$ cat config.mk
export PLATFORM = sky130hd
export DESIGN_NAME = lsq_mem_sequencer_flat
export DESIGN_NICKNAME = d
export VERILOG_FILES = /design/src/verilog/ls_pkg.sv /design/src/verilog/lsq_head_if.sv /design/src/verilog/mem_req_if.sv /design/src/verilog/lsq_mem_sequencer.sv /design/src/flat_wrapper.sv
export SDC_FILE = /design/constraint.sdc
export NUM_CORES = 1
export LEC_CHECK = 0
export ABC_AREA = 1
export ABC_CLOCK_PERIOD_IN_PS = 2700
export BUFFER_PORTS_ARGS = -buffer_cell sky130_fd_sc_hd__buf_2
export CORE_UTILIZATION = 43
export CTS_CLUSTER_DIAMETER = 60
export DETAILED_ROUTE_END_ITERATION = 10
export PLACE_DENSITY = 0.79
export SYNTH_ARGS = -nofsm -noshare
export SYNTH_HDL_FRONTEND = slang
export SYNTH_SLANG_ARGS = --single-unit
$ cat constraint.sdc
create_clock -name clk -period 2.7 [get_ports clk]
set_clock_uncertainty 0.15 [all_clocks]
set_input_delay 0.405 -clock clk [delete_from_list [all_inputs] [get_ports clk]]
set_output_delay 0.405 -clock clk [all_outputs]
set_load 0.005 [all_outputs]
$ cat src/verilog/ls_pkg.sv
package ls_pkg;

    // datapath and address width
    localparam int XLEN = 32;

    // rob tag and physical register width
    localparam int TAG_W = 6;

    // queue geometry, depth must stay a power of two
    localparam int LSQ_DEPTH = 16;
    localparam int LSQ_IDX_W = 4;

    // functional-unit fill ports
    localparam int NUM_FUNCT = 3;

    // data memory size and decoded address bits
    localparam int MEM_BYTES = 4096;
    localparam int MEM_ADDR_W = 12;

    // cycles from accepted request to done
    localparam int MEM_LATENCY = 10;

    // upper bit set means store
    // lower bit set means byte access
    typedef enum logic [1:0] {
        OP_LW = 2'b00,
        OP_LB = 2'b01,
        OP_SW = 2'b10,
        OP_SB = 2'b11
    } ls_op_e;

    // one queue slot, 78 bits
    // op at the top, store data at the bottom
    typedef struct packed {
        ls_op_e           op;
        logic [TAG_W-1:0] phys_rd;
        logic [TAG_W-1:0] rob_tag;
        logic [XLEN-1:0]  addr;
        logic [XLEN-1:0]  data;
    } lsq_entry_t;

endpackage

$ cat src/verilog/lsq_head_if.sv
`timescale 1ns/1ps

// queue head handoff to the memory sequencer
interface lsq_head_if ();

    // head slot allocated and filled
    logic head_ready;

    // head slot contents
    ls_pkg::lsq_entry_t head_entry;

    // single-cycle release of the head slot
    // only legal while head_ready is high
    logic head_pop;

    modport queue_side (
        output head_ready,
        output head_entry,
        input  head_pop
    );

    modport seq_side (
        input  head_ready,
        input  head_entry,
        output head_pop
    );

endinterface

$ cat src/verilog/mem_req_if.sv
`timescale 1ns/1ps

// request/done handshake to the data memory
interface mem_req_if ();

    // request side, req is a single-cycle pulse
    logic                    req;
    logic                    write;
    // byte-wide access, otherwise aligned word
    logic                    byte_en;
    logic [ls_pkg::XLEN-1:0] addr;
    logic [ls_pkg::XLEN-1:0] wdata;

    // completion side, rdata valid with done
    logic                    done;
    logic [ls_pkg::XLEN-1:0] rdata;

    modport requester (
        output req, write, byte_en, addr, wdata,
        input  done, rdata
    );

    modport memory (
        input  req, write, byte_en, addr, wdata,
        output done, rdata
    );

endinterface

$ cat src/verilog/lsq_mem_sequencer.sv
`timescale 1ns/1ps

module lsq_mem_sequencer (
    input  logic                     clk,
    input  logic                     reset_n,

    lsq_head_if.seq_side             head,
    mem_req_if.requester             mem,

    // wakeup for the issue queue
    output logic                     fwd_valid,
    output logic [ls_pkg::TAG_W-1:0] fwd_phys_rd,
    output logic [ls_pkg::XLEN-1:0]  load_data,

    // retire pulse to the rob
    output logic                     rob_retire_valid,
    output logic [ls_pkg::TAG_W-1:0] rob_retire_tag
);

    typedef enum logic {
        S_IDLE,
        S_WAIT
    } seq_state_e;

    seq_state_e state;

    logic head_is_store;
    logic head_is_byte;

    // decode from the opcode encoding
    assign head_is_store = head.head_entry.op[1];
    assign head_is_byte  = (head.head_entry.op == ls_pkg::OP_LB) ||
                           (head.head_entry.op == ls_pkg::OP_SB);

    // request payload, sampled while idle and held during the wait
    always_ff @(posedge clk) begin
        if (state == S_IDLE) begin
            mem.write   <= head_is_store;
            mem.byte_en <= head_is_byte;
            mem.addr    <= head.head_entry.addr;
            // store byte only carries the low byte
            if (head.head_entry.op == ls_pkg::OP_SB) begin
                mem.wdata <= {{(ls_pkg::XLEN-8){1'b0}}, head.head_entry.data[7:0]};
            end else begin
                mem.wdata <= head.head_entry.data;
            end
        end
    end

    always_ff @(posedge clk or negedge reset_n) begin
        if (!reset_n) begin
            state            <= S_IDLE;
            mem.req          <= 1'b0;
            head.head_pop    <= 1'b0;
            fwd_valid        <= 1'b0;
            fwd_phys_rd      <= '0;
            load_data        <= '0;
            rob_retire_valid <= 1'b0;
            rob_retire_tag   <= '0;
        end else begin
            // pulses default low, data outputs back to zero
            mem.req          <= 1'b0;
            head.head_pop    <= 1'b0;
            fwd_valid        <= 1'b0;
            fwd_phys_rd      <= '0;
            load_data        <= '0;
            rob_retire_valid <= 1'b0;
            rob_retire_tag   <= '0;
            case (state)
                S_IDLE: begin
                    // head_ready still shows the popped entry during the pop cycle
                    if (head.head_ready && !head.head_pop) begin
                        mem.req <= 1'b1;
                        state   <= S_WAIT;
                    end
                end
                S_WAIT: begin
                    if (mem.done) begin
                        rob_retire_valid <= 1'b1;
                        rob_retire_tag   <= head.head_entry.rob_tag;
                        head.head_pop    <= 1'b1;
                        state            <= S_IDLE;
                        // loads also wake up their consumers
                        if (!head_is_store) begin
                            fwd_valid   <= 1'b1;
                            fwd_phys_rd <= head.head_entry.phys_rd;
                            if (head_is_byte) begin
                                load_data <= {{(ls_pkg::XLEN-8){1'b0}}, mem.rdata[7:0]};
                            end else begin
                                load_data <= mem.rdata;
                            end
                        end
                    end
                end
                default: state <= S_IDLE;
            endcase
        end
    end

endmodule

$ cat src/flat_wrapper.sv
// flat-port wrapper written by rule: the top's interface ports become plain ports
module lsq_mem_sequencer_flat 
  (clk, reset_n, fwd_valid, fwd_phys_rd, load_data, rob_retire_valid, rob_retire_tag, head_head_ready, head_head_entry, head_head_pop, mem_req, mem_write, mem_byte_en, mem_addr, mem_wdata, mem_done, mem_rdata);
  lsq_head_if head_i ();
  mem_req_if mem_i ();
  input  logic clk;
  input  logic reset_n;
  output logic fwd_valid;
  output logic [ls_pkg::TAG_W-1:0] fwd_phys_rd;
  output logic [ls_pkg::XLEN-1:0] load_data;
  output logic rob_retire_valid;
  output logic [ls_pkg::TAG_W-1:0] rob_retire_tag;
  input wire logic [$bits(head_i.head_ready)-1:0] head_head_ready;
  input wire logic [$bits(head_i.head_entry)-1:0] head_head_entry;
  output wire logic [$bits(head_i.head_pop)-1:0] head_head_pop;
  output wire logic [$bits(mem_i.req)-1:0] mem_req;
  output wire logic [$bits(mem_i.write)-1:0] mem_write;
  output wire logic [$bits(mem_i.byte_en)-1:0] mem_byte_en;
  output wire logic [$bits(mem_i.addr)-1:0] mem_addr;
  output wire logic [$bits(mem_i.wdata)-1:0] mem_wdata;
  input wire logic [$bits(mem_i.done)-1:0] mem_done;
  input wire logic [$bits(mem_i.rdata)-1:0] mem_rdata;
  assign head_i.head_ready = head_head_ready;
  assign head_i.head_entry = head_head_entry;
  assign head_head_pop = head_i.head_pop;
  assign mem_req = mem_i.req;
  assign mem_write = mem_i.write;
  assign mem_byte_en = mem_i.byte_en;
  assign mem_addr = mem_i.addr;
  assign mem_wdata = mem_i.wdata;
  assign mem_i.done = mem_done;
  assign mem_i.rdata = mem_rdata;
  lsq_mem_sequencer u_core (.clk(clk), .reset_n(reset_n), .head(head_i), .mem(mem_i), .fwd_valid(fwd_valid), .fwd_phys_rd(fwd_phys_rd), .load_data(load_data), .rob_retire_valid(rob_retire_valid), .rob_retire_tag(rob_retire_tag));
endmodule
==> impl_metrics.csv <==
group,metric,value,unit
status,status,"complete, no violations",
floorplanning,initial_utilization,44.42,%
worst_setup_path,critical_path_required,2.76,ns
worst_setup_path,r2r_start,"u_core.state",
worst_setup_path,r2r-end,"u_core.mem.wdata[6]",
synthesis,synth-seq-area-share,81.77,%
timing,final.setup.worst_slack,0.9804,ns
min_path,worstHoldStart,"mem_rdata[23]",
floorplanning,die_h,97.15,µm
drt,drc,0,
placement,gp_congestion,0.7392,
timing,fin_crit_sh,63.69,%
clock_tree,h-tree-depth,4,
timing,setup_violations,0,
clock_tree,ctsRootBufferMaster,"clkbuf_8",
floorplanning,design.die.area,9437,µm²
floorplanning,rows,34,
clock_tree,cts_made_buffers,17,
worst_setup_path,r2r_slack,1.00,ns
floorplanning,pin_count,228,
timing,max_freq,0.5815,GHz
clock_tree,cts_tree,"yes",
synthesis,synth_nets,389,
floorplanning,design.core.area,8763,µm²
power_and_ir_drop,p_clk_share,43.1,%
floorplanning,fp.dieW,97.15,µm
drt,via_per_inst,4.503,
grt,grt_max_degree,29,
grt,grt_pass1_vias,3544,
final_layout,multi_input_area,442.9,µm²
timing,rsz0062_at_grt,"false",
timing,finalHoldViolCount,0,
timing,worst_pin_slew,0.7263,ns
min_path,min_path_cells,3,
power_and_ir_drop,power.leakage,3.383,nW
drt,drt_iter0_drc,113,
grt,grt_first_pass_wirelength,18.31,mm
power_and_ir_drop,p_seq_share,44.5,%
placement,io_buffers,227,
drt,vias,3238,
timing,drv_slew,0,
synthesis,syn-mean-instance-area,14.15,µm²
clock_tree,cts_buffer_depth,2,
min_path,min_path_type,"in2reg",
clock_tree,cts_num_sinks,114,
power_and_ir_drop,netSwitchingFraction,24.17,%
final_layout,syn2layout_area_growth,66.99,%
placement,place_hpwl,6.730,mm
synthesis,yosysUniqueCellTypes,13,
drt,wire_per_inst,16.95,µm
power_and_ir_drop,p_per_area,745.1,nW/µm²
worst_setup_path,cp_max_fo,24,
final_layout,drive_above_1_share,44.57,%
grt,antenna_found_initial,3,
min_path,hold-path-endpoint,"u_core.load_data[23]",
grt,grtUsageTotal,26.25,%
power_and_ir_drop,power,0.004843,W
grt,gr-total-overflow,0,
timing,hold_slack,0.03154,ns
worst_setup_path,slowest_delay,0.53,ns
drt,drt_first_pass_iters,5,
clock_tree,post_cts_resized,0,
timing,period_needed,1.720,ns
final_layout,fin_util,74.17,%
worst_setup_path,crit_arrival,1.78,ns
final_layout,seq_area,3183,µm²
synthesis,ys_warn_count,0,
synthesis,synth_seq_cells,114,
worst_setup_path,end_kind,"flop",
placement,post-place-ws,0.9988,ns
power_and_ir_drop,irDropWorstVdd,0.0004618,V
worst_setup_path,cpMaxStageDelayCell,"inv_1",
drt,wl,12.18,mm
worst_setup_path,cp-start-kind,"input pin",
flow_run,cap_violations,0,
timing,final.setup.tns,0,ns
clock_tree,clk_pin_slew,0.06,ns
power_and_ir_drop,power_frac_comb,12.3,%
clock_tree,clk_latency,0.50,ns
synthesis,syn-instance-count,275,
power_and_ir_drop,p_int,0.003673,W
worst_setup_path,path_class,"in2reg",
worst_setup_path,worstPathCellList,"dlygate4sd3_1 > buf_2 > nand2_1 > inv_1 > nor2_1",
drt,antenna_left,0,
worst_setup_path,r2r_cells,2,
final_layout,final_nets,710,
final_layout,fillers,541,
power_and_ir_drop,p_switching,0.001171,W
synthesis,syn_area,3892,µm²
timing,max_slew_margin,51.53,%
## worst max-delay path: cells and delay by family
family	cells	cell delay [ns]
buffers and inverters	3	1.18
and+or+nand+nor	2	0.19
## per-stage QoR
stage / cell area (µm²) / cells
after floorplan: 3892 / 275
after global placement: 5126 / 604
after detailed placement: 5126 / 604
after CTS: 6492 / 716
after global routing: 6500 / 719
final: 6500 / 719
## flip-flops by register name, indices dropped and copies added, names as in the netlist
name,cells
u_core.fwd_phys_rd,6
u_core.fwd_valid,1
u_core.head.head_pop,1
u_core.load_data,32
u_core.mem.addr,32
u_core.mem.byte_en,1
u_core.mem.req,1
u_core.mem.wdata,32
u_core.mem.write,1
u_core.rob_retire_tag,6
u_core.state,1
## worst max-delay path by stage
stage,from,end,slack [ns],cells after the start
after floorplan,u_core.state,u_core.mem.addr[0],0.42,1
after global placement,u_core.state,u_core.mem.addr[12],1.05,2
after detailed placement,head_head_entry[76],u_core.mem.wdata[13],1.0,4
after CTS,u_core.state,u_core.mem.addr[18],0.98,2
after global routing,head_head_entry[76],u_core.mem.wdata[18],0.89,5
final,head_head_entry[76],u_core.mem.wdata[18],0.98,5
## metal layers
layer	up-vias	GRT usage (%)	share of wire, %
met3	22	9.424	7.7
met2	171	50.92	57
met1	1552	24.27	33
met4	0	10.91	2.2
li1	1493	-	-
met5	-	0	0
## cells by family (layout without fill, tap and decap cells)
family / count (synthesis) / after routing / share of synthesized area [%]
flops: 114 / 114 / 81.77
simple gates: 98 / 98 / 11.38
buf+inv: 63 / 396 / 6.847
other cells: 0 / 3 / 0
## repair_timing
action	4_1_cts	5_1_grt
setup buffers	0	0
hold endpoints to repair	104	0
hold buffers	81	0
## layout make-up
| type | count | area share [%] |
|---|---|---|
| Sequential cell | 114 | 48.97 |
| Timing Repair Buffer | 312 | 30.41 |
| Multi-Input combinational cell | 98 | 6.814 |
| Clock buffer | 18 | 6.429 |
| Inverter | 53 | 3.061 |
| Clock inverter | 13 | 2.117 |
| Tap cell | 108 | 2.079 |
| Antenna cell | 3 | 0.1155 |
## power groups by stage
stage / clock network (W) / logic [W] / registers [W]
5_1_grt: 0.00220 / 0.000643 / 0.00217
3_5_place_dp: 0 / 0.000490 / 0.00217
4_1_cts: 0.00210 / 0.000585 / 0.00214
6_report: 0.00209 / 0.000598 / 0.00216
3_3_place_gp: 0 / 0.000476 / 0.00216
2_1_floorplan: 0 / 0.000144 / 0.00220
## synthesized netlist by cell type
cell type	number	area share [%]
nor2_4	9	2.6
inv_1	53	5.1
nand3_1	1	0.13
dfrtp_1	48	31
buf_2	6	0.77
nand3_2	1	0.26
nand2_1	28	2.7
buf_6	1	0.29
buf_4	1	0.19
nor2_1	59	5.7
buf_8	1	0.39
edfxtp_1	66	51
clkbuf_1	1	0.096
## layout by cell type, fill, tap and decap left out
| cell type | instances |
|---|---|
| buf_2 | 227 |
| buf_4 | 4 |
| bufinv_16 | 2 |
| clkbuf_1 | 1 |
| clkbuf_16 | 16 |
| clkbuf_8 | 1 |
| clkinv_1 | 1 |
| clkinv_2 | 2 |
| clkinv_4 | 1 |
| clkinvlp_4 | 5 |
| dfrtp_1 | 48 |
| diode_2 | 3 |
| dlygate4sd3_1 | 81 |
| edfxtp_1 | 66 |
| inv_1 | 52 |
| inv_2 | 1 |
| inv_6 | 2 |
| nand2_1 | 28 |
| nand3_1 | 1 |
| nand3_2 | 1 |
| nor2_1 | 59 |
| nor2_4 | 9 |
No activity file was read; power rests on OpenSTA's default activity.
