**config.mk**
```make
export PLATFORM = sky130hd
export DESIGN_NAME = lsq_queue_flat
export DESIGN_NICKNAME = d
export VERILOG_FILES = /design/src/verilog/ls_pkg.sv /design/src/verilog/lsq_head_if.sv /design/src/verilog/lsq_queue.sv /design/src/flat_wrapper.sv
export SDC_FILE = /design/constraint.sdc
export NUM_CORES = 2
export LEC_CHECK = 0
export BUFFER_PORTS_ARGS = -buffer_cell sky130_fd_sc_hd__buf_2
export CAP_MARGIN = 10
export CORE_MARGIN = 2
export CORE_UTILIZATION = 60
export CTS_BUF_LIST = sky130_fd_sc_hd__clkbuf_16
export DETAILED_ROUTE_END_ITERATION = 10
export PLACE_DENSITY = 0.78
export SYNTH_ARGS = -nofsm -noshare
export SYNTH_HDL_FRONTEND = slang
export SYNTH_SLANG_ARGS = --single-unit
```
**constraint.sdc**
```tcl
create_clock -name clk -period 9.93 [get_ports clk]
set_input_delay 1.986 -clock clk [delete_from_list [all_inputs] [get_ports clk]]
set_output_delay 1.986 -clock clk [all_outputs]
set_load 0.02 [all_outputs]
```
**src/verilog/ls_pkg.sv**
```systemverilog
package ls_pkg;

    // datapath and address width
    localparam int XLEN = 32;

    // rob tag and physical register width
    localparam int TAG_W = 6;

    // queue geometry, depth must stay a power of two
    localparam int LSQ_DEPTH = 16;
    localparam int LSQ_IDX_W = 4;

    // functional-unit fill ports
    localparam int NUM_FUNCT = 3;

    // data memory size and decoded address bits
    localparam int MEM_BYTES = 4096;
    localparam int MEM_ADDR_W = 12;

    // cycles from accepted request to done
    localparam int MEM_LATENCY = 10;

    // upper bit set means store
    // lower bit set means byte access
    typedef enum logic [1:0] {
        OP_LW = 2'b00,
        OP_LB = 2'b01,
        OP_SW = 2'b10,
        OP_SB = 2'b11
    } ls_op_e;

    // one queue slot, 78 bits
    // op at the top, store data at the bottom
    typedef struct packed {
        ls_op_e           op;
        logic [TAG_W-1:0] phys_rd;
        logic [TAG_W-1:0] rob_tag;
        logic [XLEN-1:0]  addr;
        logic [XLEN-1:0]  data;
    } lsq_entry_t;

endpackage

```
**src/verilog/lsq_head_if.sv**
```systemverilog
`timescale 1ns/1ps

// queue head handoff to the memory sequencer
interface lsq_head_if ();

    // head slot allocated and filled
    logic head_ready;

    // head slot contents
    ls_pkg::lsq_entry_t head_entry;

    // single-cycle release of the head slot
    // only legal while head_ready is high
    logic head_pop;

    modport queue_side (
        output head_ready,
        output head_entry,
        input  head_pop
    );

    modport seq_side (
        input  head_ready,
        input  head_entry,
        output head_pop
    );

endinterface

```
**src/verilog/lsq_queue.sv**
```systemverilog
`timescale 1ns/1ps

module lsq_queue (
    input  logic                                             clk,
    input  logic                                             reset_n,

    // allocation from decode, program order
    input  logic                                             alloc_valid,
    input  ls_pkg::ls_op_e                                   alloc_op,
    input  logic [ls_pkg::TAG_W-1:0]                         alloc_phys_rd,
    input  logic [ls_pkg::TAG_W-1:0]                         alloc_rob_tag,

    // fills from the functional units, any order
    input  logic [ls_pkg::NUM_FUNCT-1:0]                     fill_valid,
    input  logic [ls_pkg::NUM_FUNCT-1:0][ls_pkg::TAG_W-1:0]  fill_rob_tag,
    input  logic [ls_pkg::NUM_FUNCT-1:0][ls_pkg::XLEN-1:0]   fill_addr,
    input  logic [ls_pkg::NUM_FUNCT-1:0][ls_pkg::XLEN-1:0]   fill_data,

    output logic                                             lsq_full,

    lsq_head_if.queue_side                                   head
);

    // occupancy needs one bit more than the index
    typedef logic [ls_pkg::LSQ_IDX_W:0] occ_t;

    // slot payload
    ls_pkg::lsq_entry_t slots [ls_pkg::LSQ_DEPTH];

    // per-slot state
    logic [ls_pkg::LSQ_DEPTH-1:0] slot_valid;
    logic [ls_pkg::LSQ_DEPTH-1:0] slot_ready;

    // circular pointers
    logic [ls_pkg::LSQ_IDX_W-1:0] tail_ptr;
    logic [ls_pkg::LSQ_IDX_W-1:0] head_ptr;
    occ_t                         occupancy;

    logic alloc_fire;

    // tag match per slot and per fill port
    logic [ls_pkg::LSQ_DEPTH-1:0][ls_pkg::NUM_FUNCT-1:0] fill_hit;

    // full queue drops the allocation
    assign alloc_fire = alloc_valid && !lsq_full;

    // occupancy tracks tail minus head including the wrapped case
    assign lsq_full = (occupancy == occ_t'(ls_pkg::LSQ_DEPTH));

    // head view for the sequencer
    assign head.head_ready = slot_valid[head_ptr] && slot_ready[head_ptr];
    assign head.head_entry = slots[head_ptr];

    // only allocated, still unfilled slots can take a fill
    always_comb begin
        for (int i = 0; i < ls_pkg::LSQ_DEPTH; i++) begin
            for (int p = 0; p < ls_pkg::NUM_FUNCT; p++) begin
                fill_hit[i][p] = fill_valid[p] && slot_valid[i] && !slot_ready[i] &&
                                 (slots[i].rob_tag == fill_rob_tag[p]);
            end
        end
    end

    // payload writes
    always_ff @(posedge clk) begin
        if (alloc_fire) begin
            slots[tail_ptr].op      <= alloc_op;
            slots[tail_ptr].phys_rd <= alloc_phys_rd;
            slots[tail_ptr].rob_tag <= alloc_rob_tag;
        end
        for (int i = 0; i < ls_pkg::LSQ_DEPTH; i++) begin
            for (int p = 0; p < ls_pkg::NUM_FUNCT; p++) begin
                // ports never share a tag in one cycle
                if (fill_hit[i][p]) begin
                    slots[i].addr <= fill_addr[p];
                    slots[i].data <= fill_data[p];
                end
            end
        end
    end

    // slot flags, pointers and occupancy
    always_ff @(posedge clk or negedge reset_n) begin
        if (!reset_n) begin
            slot_valid <= '0;
            slot_ready <= '0;
            tail_ptr   <= '0;
            head_ptr   <= '0;
            occupancy  <= '0;
        end else begin
            if (alloc_fire) begin
                slot_valid[tail_ptr] <= 1'b1;
                slot_ready[tail_ptr] <= 1'b0;
                tail_ptr             <= tail_ptr + 1'b1;
            end
            for (int i = 0; i < ls_pkg::LSQ_DEPTH; i++) begin
                if (|fill_hit[i]) begin
                    slot_ready[i] <= 1'b1;
                end
            end
            // pop hits a filled slot, never the allocation or fill target
            if (head.head_pop) begin
                slot_valid[head_ptr] <= 1'b0;
                slot_ready[head_ptr] <= 1'b0;
                head_ptr             <= head_ptr + 1'b1;
            end
            case ({alloc_fire, head.head_pop})
                2'b10:   occupancy <= occupancy + occ_t'(1);
                2'b01:   occupancy <= occupancy - occ_t'(1);
                default: occupancy <= occupancy;
            endcase
        end
    end

endmodule

```
**src/flat_wrapper.sv**
```systemverilog
// flat-port wrapper written by rule: the top's interface ports become plain ports
module lsq_queue_flat 
  (clk, reset_n, alloc_valid, alloc_op, alloc_phys_rd, alloc_rob_tag, fill_valid, fill_rob_tag, fill_addr, fill_data, lsq_full, head_head_ready, head_head_entry, head_head_pop);
  lsq_head_if head_i ();
  input  logic clk;
  input  logic reset_n;
  input  logic alloc_valid;
  input  ls_pkg::ls_op_e alloc_op;
  input  logic [ls_pkg::TAG_W-1:0] alloc_phys_rd;
  input  logic [ls_pkg::TAG_W-1:0] alloc_rob_tag;
  input  logic [ls_pkg::NUM_FUNCT-1:0] fill_valid;
  input  logic [ls_pkg::NUM_FUNCT-1:0][ls_pkg::TAG_W-1:0] fill_rob_tag;
  input  logic [ls_pkg::NUM_FUNCT-1:0][ls_pkg::XLEN-1:0] fill_addr;
  input  logic [ls_pkg::NUM_FUNCT-1:0][ls_pkg::XLEN-1:0] fill_data;
  output logic lsq_full;
  output wire logic [$bits(head_i.head_ready)-1:0] head_head_ready;
  output wire logic [$bits(head_i.head_entry)-1:0] head_head_entry;
  input wire logic [$bits(head_i.head_pop)-1:0] head_head_pop;
  assign head_head_ready = head_i.head_ready;
  assign head_head_entry = head_i.head_entry;
  assign head_i.head_pop = head_head_pop;
  lsq_queue u_core (.clk(clk), .reset_n(reset_n), .alloc_valid(alloc_valid), .alloc_op(alloc_op), .alloc_phys_rd(alloc_phys_rd), .alloc_rob_tag(alloc_rob_tag), .fill_valid(fill_valid), .fill_rob_tag(fill_rob_tag), .fill_addr(fill_addr), .fill_data(fill_data), .lsq_full(lsq_full), .head(head_i));
endmodule
```
==> results.sh <==
export IMPL_port_buffers=310
export IMPL_fin_nets=6214
export IMPL_viasPerCell=7.15
export IMPL_hold_depth=1
export IMPL_stdcell_count=7727
export IMPL_end_kind="output port"
export IMPL_grt_max_degree=127
export IMPL_clkLatencyLatePin_ps=790
export IMPL_syn_area_per_cell_um2=12.4
export IMPL_drv_cap=0
export IMPL_layout_min_cycle_time_ps=6200
export IMPL_synth_distinct_cells=54
export IMPL_place_congestion=0.917
export IMPL_fillCellCount=8845
export IMPL_synth_cells=6056
export IMPL_switchingPower_w=0.00560
export IMPL_synth_area_um2=75100
export IMPL_p_clk_share_pct=29.8
export IMPL_tritoncts_num_buffers=143
export IMPL_drt_wl_total_um=250000
export IMPL_cts_resized=0
export IMPL_synth_top_family_by_area="multiplexers"
export IMPL_fin_crit_sh_pct=62.5
export IMPL_num_vias=55246
export IMPL_place_inst=7463
export IMPL_dpl_cell_area_um2=77000
export IMPL_synth_simple_gate_area_share_pct=7.64
export IMPL_place_worst_setup_slack_ps=4250
export IMPL_synth_area_leader_cell="edfxtp_1"
export IMPL_rows=129
export IMPL_worst_setup_path_start_kind="flop"
export IMPL_hold_class="reg -> reg"
export IMPL_synth_nets=6299
export IMPL_ys_flop_type="edfxtp_1"
export IMPL_core_um2=124000
export IMPL_clk_pin_slew_worst_paths_ps=60
export IMPL_first_global_vias=55223
export IMPL_die_w_um=358
export IMPL_multiInputGateArea_um2=33900
export IMPL_place_hpwl_um=138000
export IMPL_synth_compound_area_share_pct=6.51
export IMPL_rr_endpoint="u_core.slots[12][19]"
export IMPL_slew_headroom_pct=15.0
export IMPL_vdd_drop_max_v=0.000200
export IMPL_yosysWarnings=0
export IMPL_ant_nets=0
export IMPL_drc_errors=0
export IMPL_finClkSkew_ps=22.1
export IMPL_ys_seq_elements=1293
export IMPL_wl_per_cell_um=32.4
export IMPL_tritoncts="built"
export IMPL_rsz0062_at_grt="false"
export IMPL_p_sw_share_pct=32.8
export IMPL_setup_violations=0
export IMPL_cts_buffer_depth=3
export IMPL_drive_gt1_share_pct=23.9
export IMPL_outcome="completed"
export IMPL_critPathKind="reg -> out"
export IMPL_synthArstFlopShare_pct=3.48
export IMPL_cts_root_buf="clkbuf_16"
export IMPL_regArea_um2=38600
export IMPL_ff2ff_setup_slack_ps=5810
export IMPL_initial_core_util_pct=60.6
export IMPL_fin_tns_setup_ps=0
export IMPL_r2r_start="u_core.slots[12][67]"
export IMPL_overflow=0
export IMPL_synth_adder_area_share_pct=0.200
export IMPL_antenna_found_initial=32
export IMPL_synth_top_cell_area_share_pct=49.9
export IMPL_final_area_um2=81400
export IMPL_hold_viol_final=0
export IMPL_drt_first_iter_violations=8580
export IMPL_synth_xor_area_share_pct=3.51
export IMPL_die_area_um2=128000
export IMPL_die_y_um=358
export IMPL_setup_worst_path_start="u_core.head_ptr[0]"
export IMPL_worst_ep_arrival_time_ps=4220
export IMPL_setup_ws_ps=3730
export IMPL_seq_area_frac_synth_pct=51.4
export IMPL_maxSlewViolCount=0
export IMPL_synthTopCellsByArea="edfxtp_1 50%, mux4_2 12%, mux2i_1 9.4%"
export IMPL_fin_util_pct=65.7
export IMPL_cts_sinks=1293
export IMPL_internal_power_w=0.0115
export IMPL_power_density_nw_per_um2=210
export IMPL_endpoint="head_head_entry[56]"
export IMPL_grt_usage_pct=38.9
export IMPL_yosys_mux_area_fraction_pct=26.9
export IMPL_fmax_mhz=161
export IMPL_grt_pass1_wl_um=364000
export IMPL_leakage_nw=29.1
export IMPL_syn_to_final_growth_pct=8.43
export IMPL_tightest_slew_ps=1280
export IMPL_synth_edf_count=1248
export IMPL_postCtsSetupBuffers=0
export IMPL_htreeDepth=4
export IMPL_ff2ff_path_depth=6
export IMPL_drt_first_pass_iters=7
export IMPL_seqPwrFrac_pct=39.1
export IMPL_cts_hold_buf=0
export IMPL_crit_required_ps=7940
export IMPL_comb_power_share_pct=31.1
export IMPL_ios=311
export IMPL_cp_max_fo=43
area by class of cell:
type | instances | area share, %
repair buffers | 416 | 2.96
inverters | 13 | 0.0722
well taps | 1637 | 2.52
clock buffers | 148 | 4.55
multi-input cells | 4104 | 41.6
diodes | 11 | 0.0338
flip-flops and latches | 1293 | 47.4
clock inverters | 105 | 0.790
synthesized netlist by cell type (2+ instances only):
master / n
a21oi_1: 585
a31oi_1: 138
and3_1: 2
buf_1: 28
buf_2: 140
buf_4: 46
buf_6: 7
clkbuf_1: 417
clkbuf_2: 8
dfrtp_1: 45
edfxtp_1: 1248
ha_1: 12
inv_1: 12
mux2_2: 386
mux2i_1: 704
mux4_2: 390
nand2_1: 442
nand2b_1: 8
nand3_1: 46
nand3b_1: 8
nand4_1: 27
nor2_1: 755
nor2b_1: 19
nor3_1: 37
nor3b_1: 2
nor4_1: 34
nor4_2: 3
nor4b_1: 2
o211ai_1: 4
o21a_1: 3
o21ai_0: 136
o21ai_2: 16
o22a_1: 11
o311ai_0: 2
o31a_1: 3
or2_2: 3
or3_1: 6
or4_1: 6
xnor2_1: 142
xor2_1: 159
stage by stage:
stage	hold WS (ps)	total power, W
CTS	497	0.0170
global placement	482	0.0119
global route	519	0.0175
detailed placement	490	0.0120
floorplan	467	0.0103
finish	499	0.0171
layer usage:
layer | global-route usage (%) | routed length, um
met5 | 0 | 181
met4 | 21.7 | 15400
met3 | 10.9 | 33300
met2 | 59.6 | 114000
met1 | 50.2 | 87300
power by group through the flow:
stage / Clock [W] / Sequential (W) / Combinational (W)
after floorplan: 0 / 0.00649 / 0.00381
after global placement: 0 / 0.00676 / 0.00515
after detailed placement: 0 / 0.00677 / 0.00522
after CTS: 0.00507 / 0.00666 / 0.00525
after global routing: 0.00528 / 0.00670 / 0.00553
final: 0.00508 / 0.00668 / 0.00531
worst min path at each step:
stage / slack, ps / start / end
final: 500 / u_core.occupancy[4] / u_core.occupancy[4]
after global routing: 520 / u_core.occupancy[4] / u_core.occupancy[4]
after CTS: 500 / u_core.occupancy[4] / u_core.occupancy[4]
after detailed placement: 490 / u_core.occupancy[4] / u_core.occupancy[4]
after global placement: 480 / u_core.occupancy[4] / u_core.occupancy[4]
after floorplan: 470 / u_core.occupancy[4] / u_core.occupancy[4]
worst max-delay path: stages, from the launching register on:
cell     delay (ps)
dfrtp_4        1110
buf_4           850
mux4_2          640
mux4_2          550
buf_2           200
layout by cell type (no fill, tap or decap), types with 5 or more instances in the layout:
| cell | Yosys | layout |
|---|---|---|
| buf_12 | 0 | 5 |
| xnor2_1 | 142 | 142 |
| nand3b_1 | 8 | 8 |
| inv_1 | 12 | 44 |
| nand4_1 | 27 | 27 |
| clkinv_2 | 0 | 22 |
| clkinv_1 | 1 | 30 |
| mux2_2 | 386 | 386 |
| nand2b_1 | 8 | 8 |
| a31oi_1 | 138 | 138 |
| xor2_1 | 159 | 159 |
| nand2_1 | 442 | 420 |
| inv_6 | 0 | 7 |
| clkbuf_16 | 0 | 148 |
| nor4_1 | 34 | 31 |
| or3_1 | 6 | 6 |
| edfxtp_1 | 1248 | 1248 |
| nand2_4 | 0 | 22 |
| buf_2 | 140 | 310 |
| nor3_1 | 37 | 30 |
| nor2b_1 | 19 | 19 |
| dfrtp_1 | 45 | 41 |
| o21ai_0 | 136 | 136 |
| nand3_1 | 46 | 46 |
| nor3_2 | 0 | 7 |
| o21ai_2 | 16 | 16 |
| diode_2 | 0 | 11 |
| bufinv_16 | 0 | 6 |
| o22a_1 | 11 | 11 |
| nor2_1 | 755 | 755 |
| mux2i_1 | 704 | 704 |
| mux4_2 | 390 | 390 |
| ha_1 | 12 | 12 |
| a21oi_1 | 585 | 585 |
| buf_4 | 46 | 101 |
state kept, by name (all words and copies together), names as in the netlist:
signal             flops
u_core.head_ptr        4
u_core.occupancy       5
u_core.slot_ready     16
u_core.slot_valid     16
u_core.slots        1248
u_core.tail_ptr        4
cell families after synthesis:
group | count (synthesis)
multiplexers | 1480
AND/OR/NAND/NOR | 1404
flip-flops | 1293
AO/OA/AOI/OAI | 907
buffers and inverters | 659
XOR/XNOR | 301
adder cells (fa/ha/maj) | 12
Power figures use the tool's default switching activity.
